File: config.mk
export PLATFORM = sky130hd
export DESIGN_NAME = fetch_top
export DESIGN_NICKNAME = d
export VERILOG_FILES = /design/src/design/fetch_pkg.sv /design/src/design/fetch_cfg_regs.sv /design/src/design/fetch_top.sv /design/src/design/fetch_unit.sv /design/src/design/instr_mem_ctrl.sv /design/src/design/uncached_ifetch.sv
export VERILOG_INCLUDE_DIRS = /design/src /design/src/design
export SDC_FILE = /design/constraint.sdc
export NUM_CORES = 2
export LEC_CHECK = 0
export ABC_CLOCK_PERIOD_IN_PS = 6300
export BUFFER_PORTS_ARGS = -buffer_cell sky130_fd_sc_hd__buf_2
export CORE_MARGIN = 2
export CORE_UTILIZATION = 60
export DETAILED_ROUTE_END_ITERATION = 12
export HOLD_SLACK_MARGIN = 0.06
export PLACE_DENSITY_LB_ADDON = 0.12
export SYNTH_ARGS = -nofsm -noshare
export SYNTH_HDL_FRONTEND = slang
export SYNTH_SLANG_ARGS = --single-unit
File: constraint.sdc
create_clock -name clk -period 6.3 [get_ports clk]
set_input_delay 0.63 -clock clk [delete_from_list [all_inputs] [get_ports clk]]
set_output_delay 0.63 -clock clk [all_outputs]
set_load 0.02 [all_outputs]
File: src/design/fetch_defs.svh
`ifndef FETCH_DEFS_SVH
`define FETCH_DEFS_SVH

// Instruction address width
`define FETCH_ADDR_W 32

// Instruction word width
`define FETCH_DATA_W 32

// Memory depth in words, indexed by address bits 7:2
`define FETCH_MEM_WORDS 64

// Boot PC after reset, nonzero since zero means no request
`define FETCH_BOOT_PC_RST 32'h0000_0010

// Memory latency after reset
`define FETCH_LAT_RST 2

// Width of the latency field
`define FETCH_LAT_W 4

`endif

File: src/design/fetch_pkg.sv
`include "fetch_defs.svh"

package fetch_pkg;

    localparam int unsigned MEM_IDX_W = $clog2(`FETCH_MEM_WORDS);

    // Configuration opcodes
    typedef enum logic [2:0] {
        CFG_BOOT_PC,
        CFG_ENABLE,
        CFG_LATENCY,
        CFG_MEM_ADDR,
        CFG_MEM_DATA
    } cfg_op_e;

    typedef struct packed {
        logic        we;
        cfg_op_e     op;
        logic [31:0] data;
    } cfg_write_t;

    // One word write into the instruction memory
    typedef struct packed {
        logic                     we;
        logic [MEM_IDX_W-1:0]     index;
        logic [`FETCH_DATA_W-1:0] data;
    } mem_write_t;

    // Both addresses zero means no request
    typedef struct packed {
        logic [`FETCH_ADDR_W-1:0] addr_1;
        logic [`FETCH_ADDR_W-1:0] addr_2;
    } fetch_req_t;

    typedef struct packed {
        logic                     valid;
        logic [`FETCH_ADDR_W-1:0] addr;
        logic [`FETCH_DATA_W-1:0] data;
    } fetch_rsp_t;

    typedef enum logic [1:0] {
        ACCEPT_ADDR,
        IN_TRANSACTION_1,
        IN_TRANSACTION_2
    } ifetch_state_e;

    typedef enum logic {
        MEM_IDLE,
        MEM_WAIT
    } mem_state_e;

endpackage

File: src/design/fetch_cfg_regs.sv
`timescale 1ns/1ns
`include "fetch_defs.svh"

module fetch_cfg_regs import fetch_pkg::*; (
    input  logic                     clk,
    input  logic                     rst_n,
    input  cfg_write_t               cfg_i,
    output logic [`FETCH_ADDR_W-1:0] boot_pc_o,
    output logic                     enable_o,
    output logic [`FETCH_LAT_W-1:0]  latency_o,
    output mem_write_t               mem_wr_o
);

    logic [MEM_IDX_W-1:0]    load_ptr;
    logic [`FETCH_LAT_W-1:0] lat_wr;

    // Zero latency is not meaningful, clamp to one cycle
    assign lat_wr = (cfg_i.data[`FETCH_LAT_W-1:0] == '0) ?
                    `FETCH_LAT_W'(1) : cfg_i.data[`FETCH_LAT_W-1:0];

    always_ff @(posedge clk or negedge rst_n) begin
        if (!rst_n) begin
            boot_pc_o <= `FETCH_BOOT_PC_RST;
            enable_o  <= 1'b0;
            latency_o <= `FETCH_LAT_W'(`FETCH_LAT_RST);
            load_ptr  <= '0;
        end else if (cfg_i.we) begin
            case (cfg_i.op)
                CFG_BOOT_PC:  boot_pc_o <= cfg_i.data[`FETCH_ADDR_W-1:0];
                CFG_ENABLE:   enable_o  <= cfg_i.data[0];
                CFG_LATENCY:  latency_o <= lat_wr;
                // Pointer is given as a byte address
                CFG_MEM_ADDR: load_ptr  <= cfg_i.data[MEM_IDX_W+1:2];
                CFG_MEM_DATA: load_ptr  <= load_ptr + MEM_IDX_W'(1);
                default: begin
                end
            endcase
        end
    end

    // Memory write pulse at the current load pointer
    assign mem_wr_o.we    = cfg_i.we && (cfg_i.op == CFG_MEM_DATA);
    assign mem_wr_o.index = load_ptr;
    assign mem_wr_o.data  = cfg_i.data[`FETCH_DATA_W-1:0];

    // Boot PC must be a legal fetch address
    boot_pc_legal: assert property (@(posedge clk) disable iff (!rst_n)
        (cfg_i.we && cfg_i.op == CFG_BOOT_PC) |->
            (cfg_i.data != '0 && cfg_i.data[1:0] == 2'b00))
        else $error("boot PC written as zero or unaligned");

endmodule

File: src/design/fetch_top.sv
`timescale 1ns/1ns
`include "fetch_defs.svh"

module fetch_top import fetch_pkg::*; (
    input  logic       clk,
    input  logic       rst_n,
    input  cfg_write_t cfg_i,
    input  logic       flush_i,
    output fetch_rsp_t rsp_1_o,
    output fetch_rsp_t rsp_2_o
);

    logic [`FETCH_ADDR_W-1:0] boot_pc;
    logic                     enable;
    logic [`FETCH_LAT_W-1:0]  latency;
    mem_write_t               mem_wr;
    fetch_req_t               req;
    logic                     stallreq;
    logic [`FETCH_ADDR_W-1:0] mem_addr;
    logic                     mem_busy;
    logic [`FETCH_DATA_W-1:0] mem_data;

    fetch_cfg_regs cfg_regs0 (
        .clk       (clk),
        .rst_n     (rst_n),
        .cfg_i     (cfg_i),
        .boot_pc_o (boot_pc),
        .enable_o  (enable),
        .latency_o (latency),
        .mem_wr_o  (mem_wr)
    );

    fetch_unit fetch_unit0 (
        .clk        (clk),
        .rst_n      (rst_n),
        .boot_pc_i  (boot_pc),
        .enable_i   (enable),
        .flush_i    (flush_i),
        .stallreq_i (stallreq),
        .req_o      (req)
    );

    uncached_ifetch ifetch0 (
        .clk        (clk),
        .rst_n      (rst_n),
        .flush_i    (flush_i),
        .req_i      (req),
        .stallreq_o (stallreq),
        .rsp_1_o    (rsp_1_o),
        .rsp_2_o    (rsp_2_o),
        .mem_addr_o (mem_addr),
        .mem_data_i (mem_data),
        .mem_busy_i (mem_busy)
    );

    instr_mem_ctrl mem_ctrl0 (
        .clk        (clk),
        .rst_n      (rst_n),
        .latency_i  (latency),
        .mem_wr_i   (mem_wr),
        .mem_addr_i (mem_addr),
        .mem_busy_o (mem_busy),
        .mem_data_o (mem_data)
    );

endmodule

File: src/design/fetch_unit.sv
`timescale 1ns/1ns
`include "fetch_defs.svh"

module fetch_unit import fetch_pkg::*; (
    input  logic                     clk,
    input  logic                     rst_n,
    input  logic [`FETCH_ADDR_W-1:0] boot_pc_i,
    input  logic                     enable_i,
    input  logic                     flush_i,
    input  logic                     stallreq_i,
    output fetch_req_t               req_o
);

    logic [`FETCH_ADDR_W-1:0] pc;
    logic                     enable_q;
    logic                     enable_rise;
    logic                     issued_last;
    logic                     issue;

    assign enable_rise = enable_i && !enable_q;

    // A pair still on req_o has not been seen as stall yet
    assign issued_last = (req_o.addr_1 != '0);

    // Rising enable reloads the PC first, so issue only once enable has settled
    assign issue = enable_i && enable_q && !stallreq_i && !issued_last && !flush_i;

    always_ff @(posedge clk or negedge rst_n) begin
        if (!rst_n) begin
            enable_q <= 1'b0;
        end else begin
            enable_q <= enable_i;
        end
    end

    // PC update
    always_ff @(posedge clk or negedge rst_n) begin
        if (!rst_n) begin
            pc <= `FETCH_BOOT_PC_RST;
        end else if (flush_i || enable_rise) begin
            pc <= boot_pc_i;
        end else if (issue) begin
            pc <= pc + `FETCH_ADDR_W'(8);
        end
    end

    // Request is a one-cycle pulse
    always_ff @(posedge clk or negedge rst_n) begin
        if (!rst_n) begin
            req_o <= '0;
        end else if (issue) begin
            req_o.addr_1 <= pc;
            req_o.addr_2 <= pc + `FETCH_ADDR_W'(4);
        end else begin
            req_o <= '0;
        end
    end

    // Back-to-back pairs would be lost by the fetch block
    req_single_pulse: assert property (@(posedge clk) disable iff (!rst_n)
        (req_o != '0) |=> (req_o == '0))
        else $error("fetch request held for two cycles");

endmodule

File: src/design/instr_mem_ctrl.sv
`timescale 1ns/1ns
`include "fetch_defs.svh"

module instr_mem_ctrl import fetch_pkg::*; (
    input  logic                     clk,
    input  logic                     rst_n,
    input  logic [`FETCH_LAT_W-1:0]  latency_i,
    input  mem_write_t               mem_wr_i,
    input  logic [`FETCH_ADDR_W-1:0] mem_addr_i,
    output logic                     mem_busy_o,
    output logic [`FETCH_DATA_W-1:0] mem_data_o
);

    logic [`FETCH_DATA_W-1:0] mem [`FETCH_MEM_WORDS];

    mem_state_e              state;
    logic [`FETCH_LAT_W-1:0] cnt;
    logic [MEM_IDX_W-1:0]    rd_idx;
    logic                    rd_start;

    assign rd_start = (state == MEM_IDLE) && (mem_addr_i != '0);

    // Loading port
    always_ff @(posedge clk) begin
        if (mem_wr_i.we) begin
            mem[mem_wr_i.index] <= mem_wr_i.data;
        end
    end

    always_ff @(posedge clk) begin
        if (rd_start) begin
            rd_idx <= mem_addr_i[MEM_IDX_W+1:2];
        end
    end

    // The address cycle already counts as one busy cycle
    always_ff @(posedge clk or negedge rst_n) begin
        if (!rst_n) begin
            state <= MEM_IDLE;
            cnt   <= '0;
        end else begin
            case (state)
                MEM_IDLE: begin
                    if (rd_start) begin
                        state <= MEM_WAIT;
                        cnt   <= latency_i - `FETCH_LAT_W'(1);
                    end
                end
                MEM_WAIT: begin
                    if (cnt == '0) begin
                        state <= MEM_IDLE;
                    end else begin
                        cnt <= cnt - `FETCH_LAT_W'(1);
                    end
                end
                default: state <= MEM_IDLE;
            endcase
        end
    end

    // Busy drops in the same cycle the word is presented
    assign mem_busy_o = (state == MEM_IDLE) ? (mem_addr_i != '0) : (cnt != '0);
    assign mem_data_o = (state == MEM_WAIT && cnt == '0) ? mem[rd_idx] : '0;

    no_addr_while_busy: assert property (@(posedge clk) disable iff (!rst_n)
        (mem_addr_i != '0) |-> (state == MEM_IDLE))
        else $error("new memory address during a pending read");

endmodule

File: src/design/uncached_ifetch.sv
`timescale 1ns/1ns
`include "fetch_defs.svh"

module uncached_ifetch import fetch_pkg::*; (
    input  logic                     clk,
    input  logic                     rst_n,
    input  logic                     flush_i,
    input  fetch_req_t               req_i,
    output logic                     stallreq_o,
    output fetch_rsp_t               rsp_1_o,
    output fetch_rsp_t               rsp_2_o,
    output logic [`FETCH_ADDR_W-1:0] mem_addr_o,
    input  logic [`FETCH_DATA_W-1:0] mem_data_i,
    input  logic                     mem_busy_i
);

    ifetch_state_e state;
    ifetch_state_e next_state;

    logic [`FETCH_ADDR_W-1:0] addr_q_1;
    logic [`FETCH_ADDR_W-1:0] addr_q_2;
    logic                     req_valid;
    logic                     drop_q;
    logic                     kill;
    logic                     last_done;

    assign req_valid = (req_i.addr_1 != '0) || (req_i.addr_2 != '0);
    assign last_done = (state == IN_TRANSACTION_2) && !mem_busy_i;

    // Flush in this cycle also hides a response registered now
    assign kill = drop_q || flush_i;

    always_comb begin
        next_state = state;
        case (state)
            ACCEPT_ADDR: begin
                if (req_valid) next_state = IN_TRANSACTION_1;
            end
            IN_TRANSACTION_1: begin
                if (!mem_busy_i) next_state = IN_TRANSACTION_2;
            end
            IN_TRANSACTION_2: begin
                if (!mem_busy_i) next_state = ACCEPT_ADDR;
            end
            default: next_state = ACCEPT_ADDR;
        endcase
    end

    always_ff @(posedge clk or negedge rst_n) begin
        if (!rst_n) begin
            state <= ACCEPT_ADDR;
        end else begin
            state <= next_state;
        end
    end

    // Pair holding
    always_ff @(posedge clk) begin
        if (state == ACCEPT_ADDR) begin
            addr_q_1 <= req_i.addr_1;
            addr_q_2 <= req_i.addr_2;
        end
    end

    // Drop flag lives until the pair in flight is finished
    always_ff @(posedge clk or negedge rst_n) begin
        if (!rst_n) begin
            drop_q <= 1'b0;
        end else if (last_done) begin
            drop_q <= 1'b0;
        end else if (flush_i && (state != ACCEPT_ADDR || req_valid)) begin
            drop_q <= 1'b1;
        end
    end

    assign stallreq_o = (state != ACCEPT_ADDR);

    // Memory address pulses, one per read
    always_ff @(posedge clk or negedge rst_n) begin
        if (!rst_n) begin
            mem_addr_o <= '0;
        end else begin
            mem_addr_o <= '0;
            if (state == ACCEPT_ADDR && req_valid) begin
                mem_addr_o <= req_i.addr_1;
            end else if (state == IN_TRANSACTION_1 && !mem_busy_i) begin
                mem_addr_o <= addr_q_2;
            end
        end
    end

    // Responses, tagged with their addresses
    always_ff @(posedge clk or negedge rst_n) begin
        if (!rst_n) begin
            rsp_1_o <= '0;
            rsp_2_o <= '0;
        end else begin
            rsp_1_o <= '0;
            rsp_2_o <= '0;
            if (state == IN_TRANSACTION_1 && !mem_busy_i && !kill) begin
                rsp_1_o.valid <= 1'b1;
                rsp_1_o.addr  <= addr_q_1;
                rsp_1_o.data  <= mem_data_i;
            end
            if (last_done && !kill) begin
                rsp_2_o.valid <= 1'b1;
                rsp_2_o.addr  <= addr_q_2;
                rsp_2_o.data  <= mem_data_i;
            end
        end
    end

    // A read is only started right after entering a transaction state
    mem_addr_timing: assert property (@(posedge clk) disable iff (!rst_n)
        (mem_addr_o != '0) |->
            (($past(state) == ACCEPT_ADDR && state == IN_TRANSACTION_1) ||
             ($past(state) == IN_TRANSACTION_1 && state == IN_TRANSACTION_2)))
        else $error("memory address outside a read start");

endmodule

## Word level (Yosys, flattened, before mapping)

Memory sizes are Yosys's and may differ from the RTL's. A register that Yosys moved wholly into a read port is not among the register bits.
Index checks and enable logic that the tools add are counted.

- Bits in registers: 380
- Memory bits (writable): 2048
- Bits of input ports: 39
- Memories: 1

- Add/subtract/negate cells: 5
- Equality and inequality tests: 11
- Mux-type cells: 26
- Bitwise operators: 1
- Reductions and logical operators: 42

Memories:

| memory | depth | bits a word | read ports | clocked after Yosys merged registers in | wr ports | line | RTL |
|---|---|---|---|---|---|---|---|
| mem_ctrl0.mem | 64 | 32 | 1 | 1 | 1 | instr_mem_ctrl.sv:14 | `` logic [`FETCH_DATA_W-1:0] mem [`FETCH_MEM_WORDS]; `` |

Operators with widths:

| cell | number |
|---|---|
| 32-bit two-way mux | 5 |
| 65-bit two-way mux | 2 |
| 32-bit nonzero test | 3 |
| 64-bit two-way mux | 1 |
| 32-bit by 3-bit adder with 32-bit output, second input constant | 1 |
| 32-bit by 4-bit adder with 32-bit output, second input constant | 1 |
| 1-bit logical AND | 14 |
| 4-bit two-way mux | 3 |
| 6-bit one-hot mux with 2 select lines | 1 |
| 2-bit AND reduction | 5 |
| 4-bit zero test | 2 |
| 4-bit one-hot mux with 2 select lines | 1 |
| 2-bit nonzero test | 4 |
| 4-bit by 1-bit subtractor with 4-bit output, second input constant | 2 |
| 1-bit two-way mux | 7 |
| 6-bit by 1-bit adder with 6-bit output, second input constant | 1 |
| 3-bit by 2-bit equality test with 1-bit output, second input constant | 2 |
| 1-bit zero test | 6 |
| 2-bit two-way mux | 3 |
| 6-bit two-way mux | 1 |
| 2-bit != test, second input constant | 3 |
| 2-bit one-hot mux with 3 select lines | 1 |
| 1-bit logical OR | 4 |
| 2-bit by 1-bit != test with 1-bit output, second input constant | 2 |
| other kinds (10) | 10 |

## Longest topological paths before layout

- Depth after elaboration: 7
- Mapped depth: 12

## By module

Synthesis repeated with hierarchy kept, for this count alone.

- Cells, all modules: 4565
- Area, all modules: 93215.7 um^2

By module, submodules not included:

| module | instances | cells each | area each (um^2) |
|---|---|---|---|
| instr_mem_ctrl | 1 | 3509 | 79259.8 |
| uncached_ifetch | 1 | 444 | 7438.4 |
| fetch_unit | 1 | 452 | 4479.3 |
| fetch_cfg_regs | 1 | 160 | 2038.2 |

## Least setup slack after synthesis

Ideal clock, no wire load.

- Path kind: flip-flop to flip-flop
- From: register ifetch0.state[1]
- To: register fetch_unit0.pc[21]
- Library setup time: 116 ps
- Arrival time: 4354 ps
- Data required time: 6184 ps
- Slack: 1830 ps
- Stages on the path, launching flop included: 9
- Clock period less this slack: 4470 ps
- Path through: dfrtp_1 nor2_1 nand4b_1 or3_1 clkbuf_1 clkbuf_1 a31oi_1 o21ai_0 o311ai_0

- Word-level cells in the longest chain between the ends: 6

Ends and longest elaborated chain:

| element | line | RTL |
|---|---|---|
| start: declaration | uncached_ifetch.sv:17 | `ifetch_state_e state;` |
| start signal: assignment | uncached_ifetch.sv:53 | `state <= next_state;` |
| 2-bit nonzero test | uncached_ifetch.sv:76 | `assign stallreq_o = (state != ACCEPT_ADDR);` |
| 1-bit zero test | fetch_unit.sv:26 | `assign issue = enable_i && enable_q && !stallreq_i && !issued_last && !flush_i;` |
| 1-bit logical AND (3 in a row) | fetch_unit.sv:26 |  |
| 2-bit nonzero test (no source line) | -- |  |
| end signal: assignment | fetch_unit.sv:39 | `` pc <= `FETCH_BOOT_PC_RST; `` |
| end signal: assignment | fetch_unit.sv:41 | `pc <= boot_pc_i;` |
| end signal: assignment | fetch_unit.sv:43 | `` pc <= pc + `FETCH_ADDR_W'(8); `` |
| end: declaration | fetch_unit.sv:14 | `` logic [`FETCH_ADDR_W-1:0] pc; `` |

Every way passes these cells.
A chain may end at the register's enable or synchronous reset.

==> out/results.tsv <==
stage	metric	value	unit
grt	track_usage	30.98	%
worst_hold_path	hold_class	in2reg	
clocking	clk_latency	0.86	ns
sta	period_minus_slack	3.745	ns
synthesis	synth.most_common_cell	edfxtp_1	
sta	finalSetupTns	0	ns
power_and_ir_drop	powerDensity	420.8	nW/um^2
synthesis	async_flop_share	12.67	%
synthesis	syn_area	92920	um^2
synthesis	ys_seq_elements	2430	
setup_path	critPathKind	reg2reg	
clocking	clk_pin_slew	0.06	ns
synthesis	ys_seq_area_share	76.81	%
setup_path	endpoint_kind	flip-flop	
detailed_routing	wl_per_cell	33.30	um
placed_design	place_hpwl	141900	um
placed_design	port_buffers	168	
final_layout	nets	5013	
setup_path	crit_fanout	30	
synthesis	ys_types	76	
run_status	status	complete, no violations	
sta	whs	0.1452	ns
sta	finalMaxSlewViolations	0	
clocking	clock-root-buffer	clkbuf_16	
final_layout	multi_input_area	20410	um^2
clocking	clockBufferDepth	3	
synthesis	synth_top_cell_by_area	edfxtp_1	
final_layout	drive_gt1_share	23.83	%
synthesis	synthTopCellsByCount	edfxtp_1, mux4_2, dfrtp_1	
grt	antenna_found_initial	17	
sta	clock_skew	0.02945	ns
final_layout	layout-area-overhead-vs-synth	12.31	%
detailed_routing	vias	47740	
clocking	ctsHoldBuffers	1	
detailed_routing	drt-total-wl	240700	um
flow_run	cap_violations	0	
clocking	cts.sinks	2430	
sta	period_share	59.44	%
power_and_ir_drop	leakage	35.35	nW
detailed_routing	first_iter_violations	6732	
clocking	cts_made_buffers	230	
sta	setup_viol	0	
grt	grt_pass1_vias	47170	
clocking	cts_max_level	4	
die	num_rows	144	
synthesis	synth_nets	4691	
clocking	post_cts_buffers	0	
synthesis	yosys_warnings	0	
grt	grt_pass1_wl	343800	um
die	start_util	60.39	%
synthesis	synth_edf_count	2116	
setup_path	worstSetupStartpointType	flip-flop	
sta	finalHoldViolations	0	
synthesis	synth_area_per_cell	19.99	um^2
detailed_routing	viasPerCell	6.606	
die	dieHeight	397.5	um
detailed_routing	postRouteAntennaNets	0	
setup_path	critPathRequiredTime	6.98	ns
die	die_area	158000	um^2
power_and_ir_drop	ir_worst_vdd	354.8	uV
setup_path	cp_data_arrival_time	4.42	ns
sta	worst_slew_pin_slew	1.242	ns
final_layout	fill_cells	9908	
synthesis	synthTopCellsByArea	edfxtp_1, mux4_2, dfrtp_1, mux2i_1, nor2_1	
placed_design	routabilityCongestion	0.8856	
grt	grt-ovfl-total	0	
die	core	153900	um^2
die	fp.dieW	397.5	um
die	num_io_pins	169	
synthesis	synthFlopType	edfxtp_1	
clocking	cts-resized-gates	0	
grt	grt_max_degree	143	
synthesis	synth_top_area_share	68.38	%
detailed_routing	first_pass_iters	6	
worst_hold_path	hold_start	flush_i	
sta	fmax	267.0	MHz
final_layout	seq_area	71390	um^2
detailed_routing	drc_errors	0	
synthesis	syn-instance-count	4648	
sta	relSlewSlack	16.56	%
sta	rsz0062_at_grt	no	
clocking	cts_tree	built	
worst max-delay path, cell delays in order (launching register included):
cell and delay [ns]:
dfxtp_4 0.94, buf_4 0.55, mux4_1 0.67, o22ai_1 0.26, nor2_1 0.19, a21oi_1 0.81
nor3_1 0.11
layout by cell type, fill, tap and decap left out, types with 14 or more instances in the layout:
| cell type | instances |
|---|---|
| or3_1 | 14 |
| and2_1 | 117 |
| a22o_1 | 35 |
| edfxtp_1 | 2116 |
| o22ai_1 | 93 |
| clkbuf_8 | 15 |
| o21ai_0 | 50 |
| clkbuf_1 | 66 |
| bufinv_16 | 23 |
| nand4_1 | 21 |
| nor2_4 | 65 |
| xor2_1 | 24 |
| buf_12 | 15 |
| dfrtp_1 | 305 |
| clkinv_1 | 36 |
| a21oi_1 | 65 |
| nor2b_1 | 31 |
| mux2i_1 | 290 |
| o211ai_1 | 17 |
| mux4_2 | 390 |
| buf_4 | 158 |
| nor4_1 | 34 |
| mux4_1 | 17 |
| clkbuf_16 | 232 |
| nand2b_1 | 17 |
| nand3_1 | 53 |
| nor3_1 | 37 |
| a22oi_1 | 91 |
| nand2_1 | 112 |
| clkinv_2 | 46 |
| nor2_1 | 155 |
| buf_2 | 168 |
| o41ai_1 | 15 |
| mux2_2 | 54 |
path summary, 6_finish.rpt:
| check | cells after the start | endpoint | slack (ns) |
|---|---|---|---|
| min in group asynchronous | 2 | ifetch0.rsp_1_o[25] | 0.45 |
| worst max register to register | 6 | ifetch0.rsp_2_o[15] | 2.56 |
| worst min-delay path | 3 | ifetch0.drop_q | 0.15 |
| worst min register to register | 0 | ifetch0.addr_q_2[17] | 0.45 |
| max in group asynchronous | 3 | fetch_unit0.req_o[7] | 4.18 |
| worst max-delay path | 6 | ifetch0.rsp_2_o[15] | 2.56 |
layer usage:
metal / global-route usage, % / up-vias / wire (um)
met5: 0 / - / 40
met1: 45.81 / 25060 / 94190
met2: 46.99 / 2757 / 112100
met3: 5.926 / 389 / 25450
met4: 11.10 / 6 / 8876
li1: - / 19530 / -
power breakdown:
group	total [mW]	internal [mW]	switching [mW]	leakage, nW
Combinational	11.4	4.44	6.96	8.37
Clock	13.8	7.91	5.91	3.71
Sequential	18.7	18.0	0.668	23.3
cells by family after synthesis:
family	Yosys count	share of synthesized area, %
xor+xnor	34	0.3205
mux	751	13.71
fa+ha+maj	4	0.05386
compound gates	453	3.397
simple gates	713	3.874
buf+inv	263	1.834
flops	2430	76.81
through the flow:
step / util [%] / power [mW] / setup WS, ns / area (um^2) / instances
after CTS: 67.81 / 43.98 / 2.606 / 104300 / 7221
after detailed placement: 62.86 / 30.32 / 2.130 / 96730 / 6780
after global placement: 62.86 / 30.24 / 2.135 / 96730 / 6780
final: 67.83 / 43.92 / 2.555 / 104400 / 7227
after global routing: 67.82 / 45.21 / 2.424 / 104400 / 7222
after floorplan: - / 26.35 / 1.830 / 92920 / 4648
final cells by class:
cell class / instances / share of cell area (%)
inverters: 10 / 0.03597
well taps: 2044 / 2.451
clock inverters: 127 / 1.291
multi-input cells: 1955 / 19.55
flip-flops and latches: 2430 / 68.41
diodes: 5 / 0.01199
repair buffers: 343 / 2.254
clock buffers: 313 / 5.998
registers in the layout, indices dropped and copies added (netlist names), named ones only:
name / cells
cfg_regs0.enable_o: 1
ifetch0.rsp_1_o: 65
cfg_regs0.load_ptr: 6
ifetch0.drop_q: 1
cfg_regs0.latency_o: 4
mem_ctrl0.mem: 2048
fetch_unit0.pc: 32
ifetch0.state: 2
fetch_unit0.enable_q: 1
mem_ctrl0.rd_idx: 6
ifetch0.addr_q_1: 30
mem_ctrl0.state: 1
ifetch0.mem_addr_o: 32
ifetch0.rsp_2_o: 65
fetch_unit0.req_o: 62
cfg_regs0.boot_pc_o: 32
mem_ctrl0.cnt: 4
ifetch0.addr_q_2: 32
Note: power is estimated with default switching activity, not from simulation.
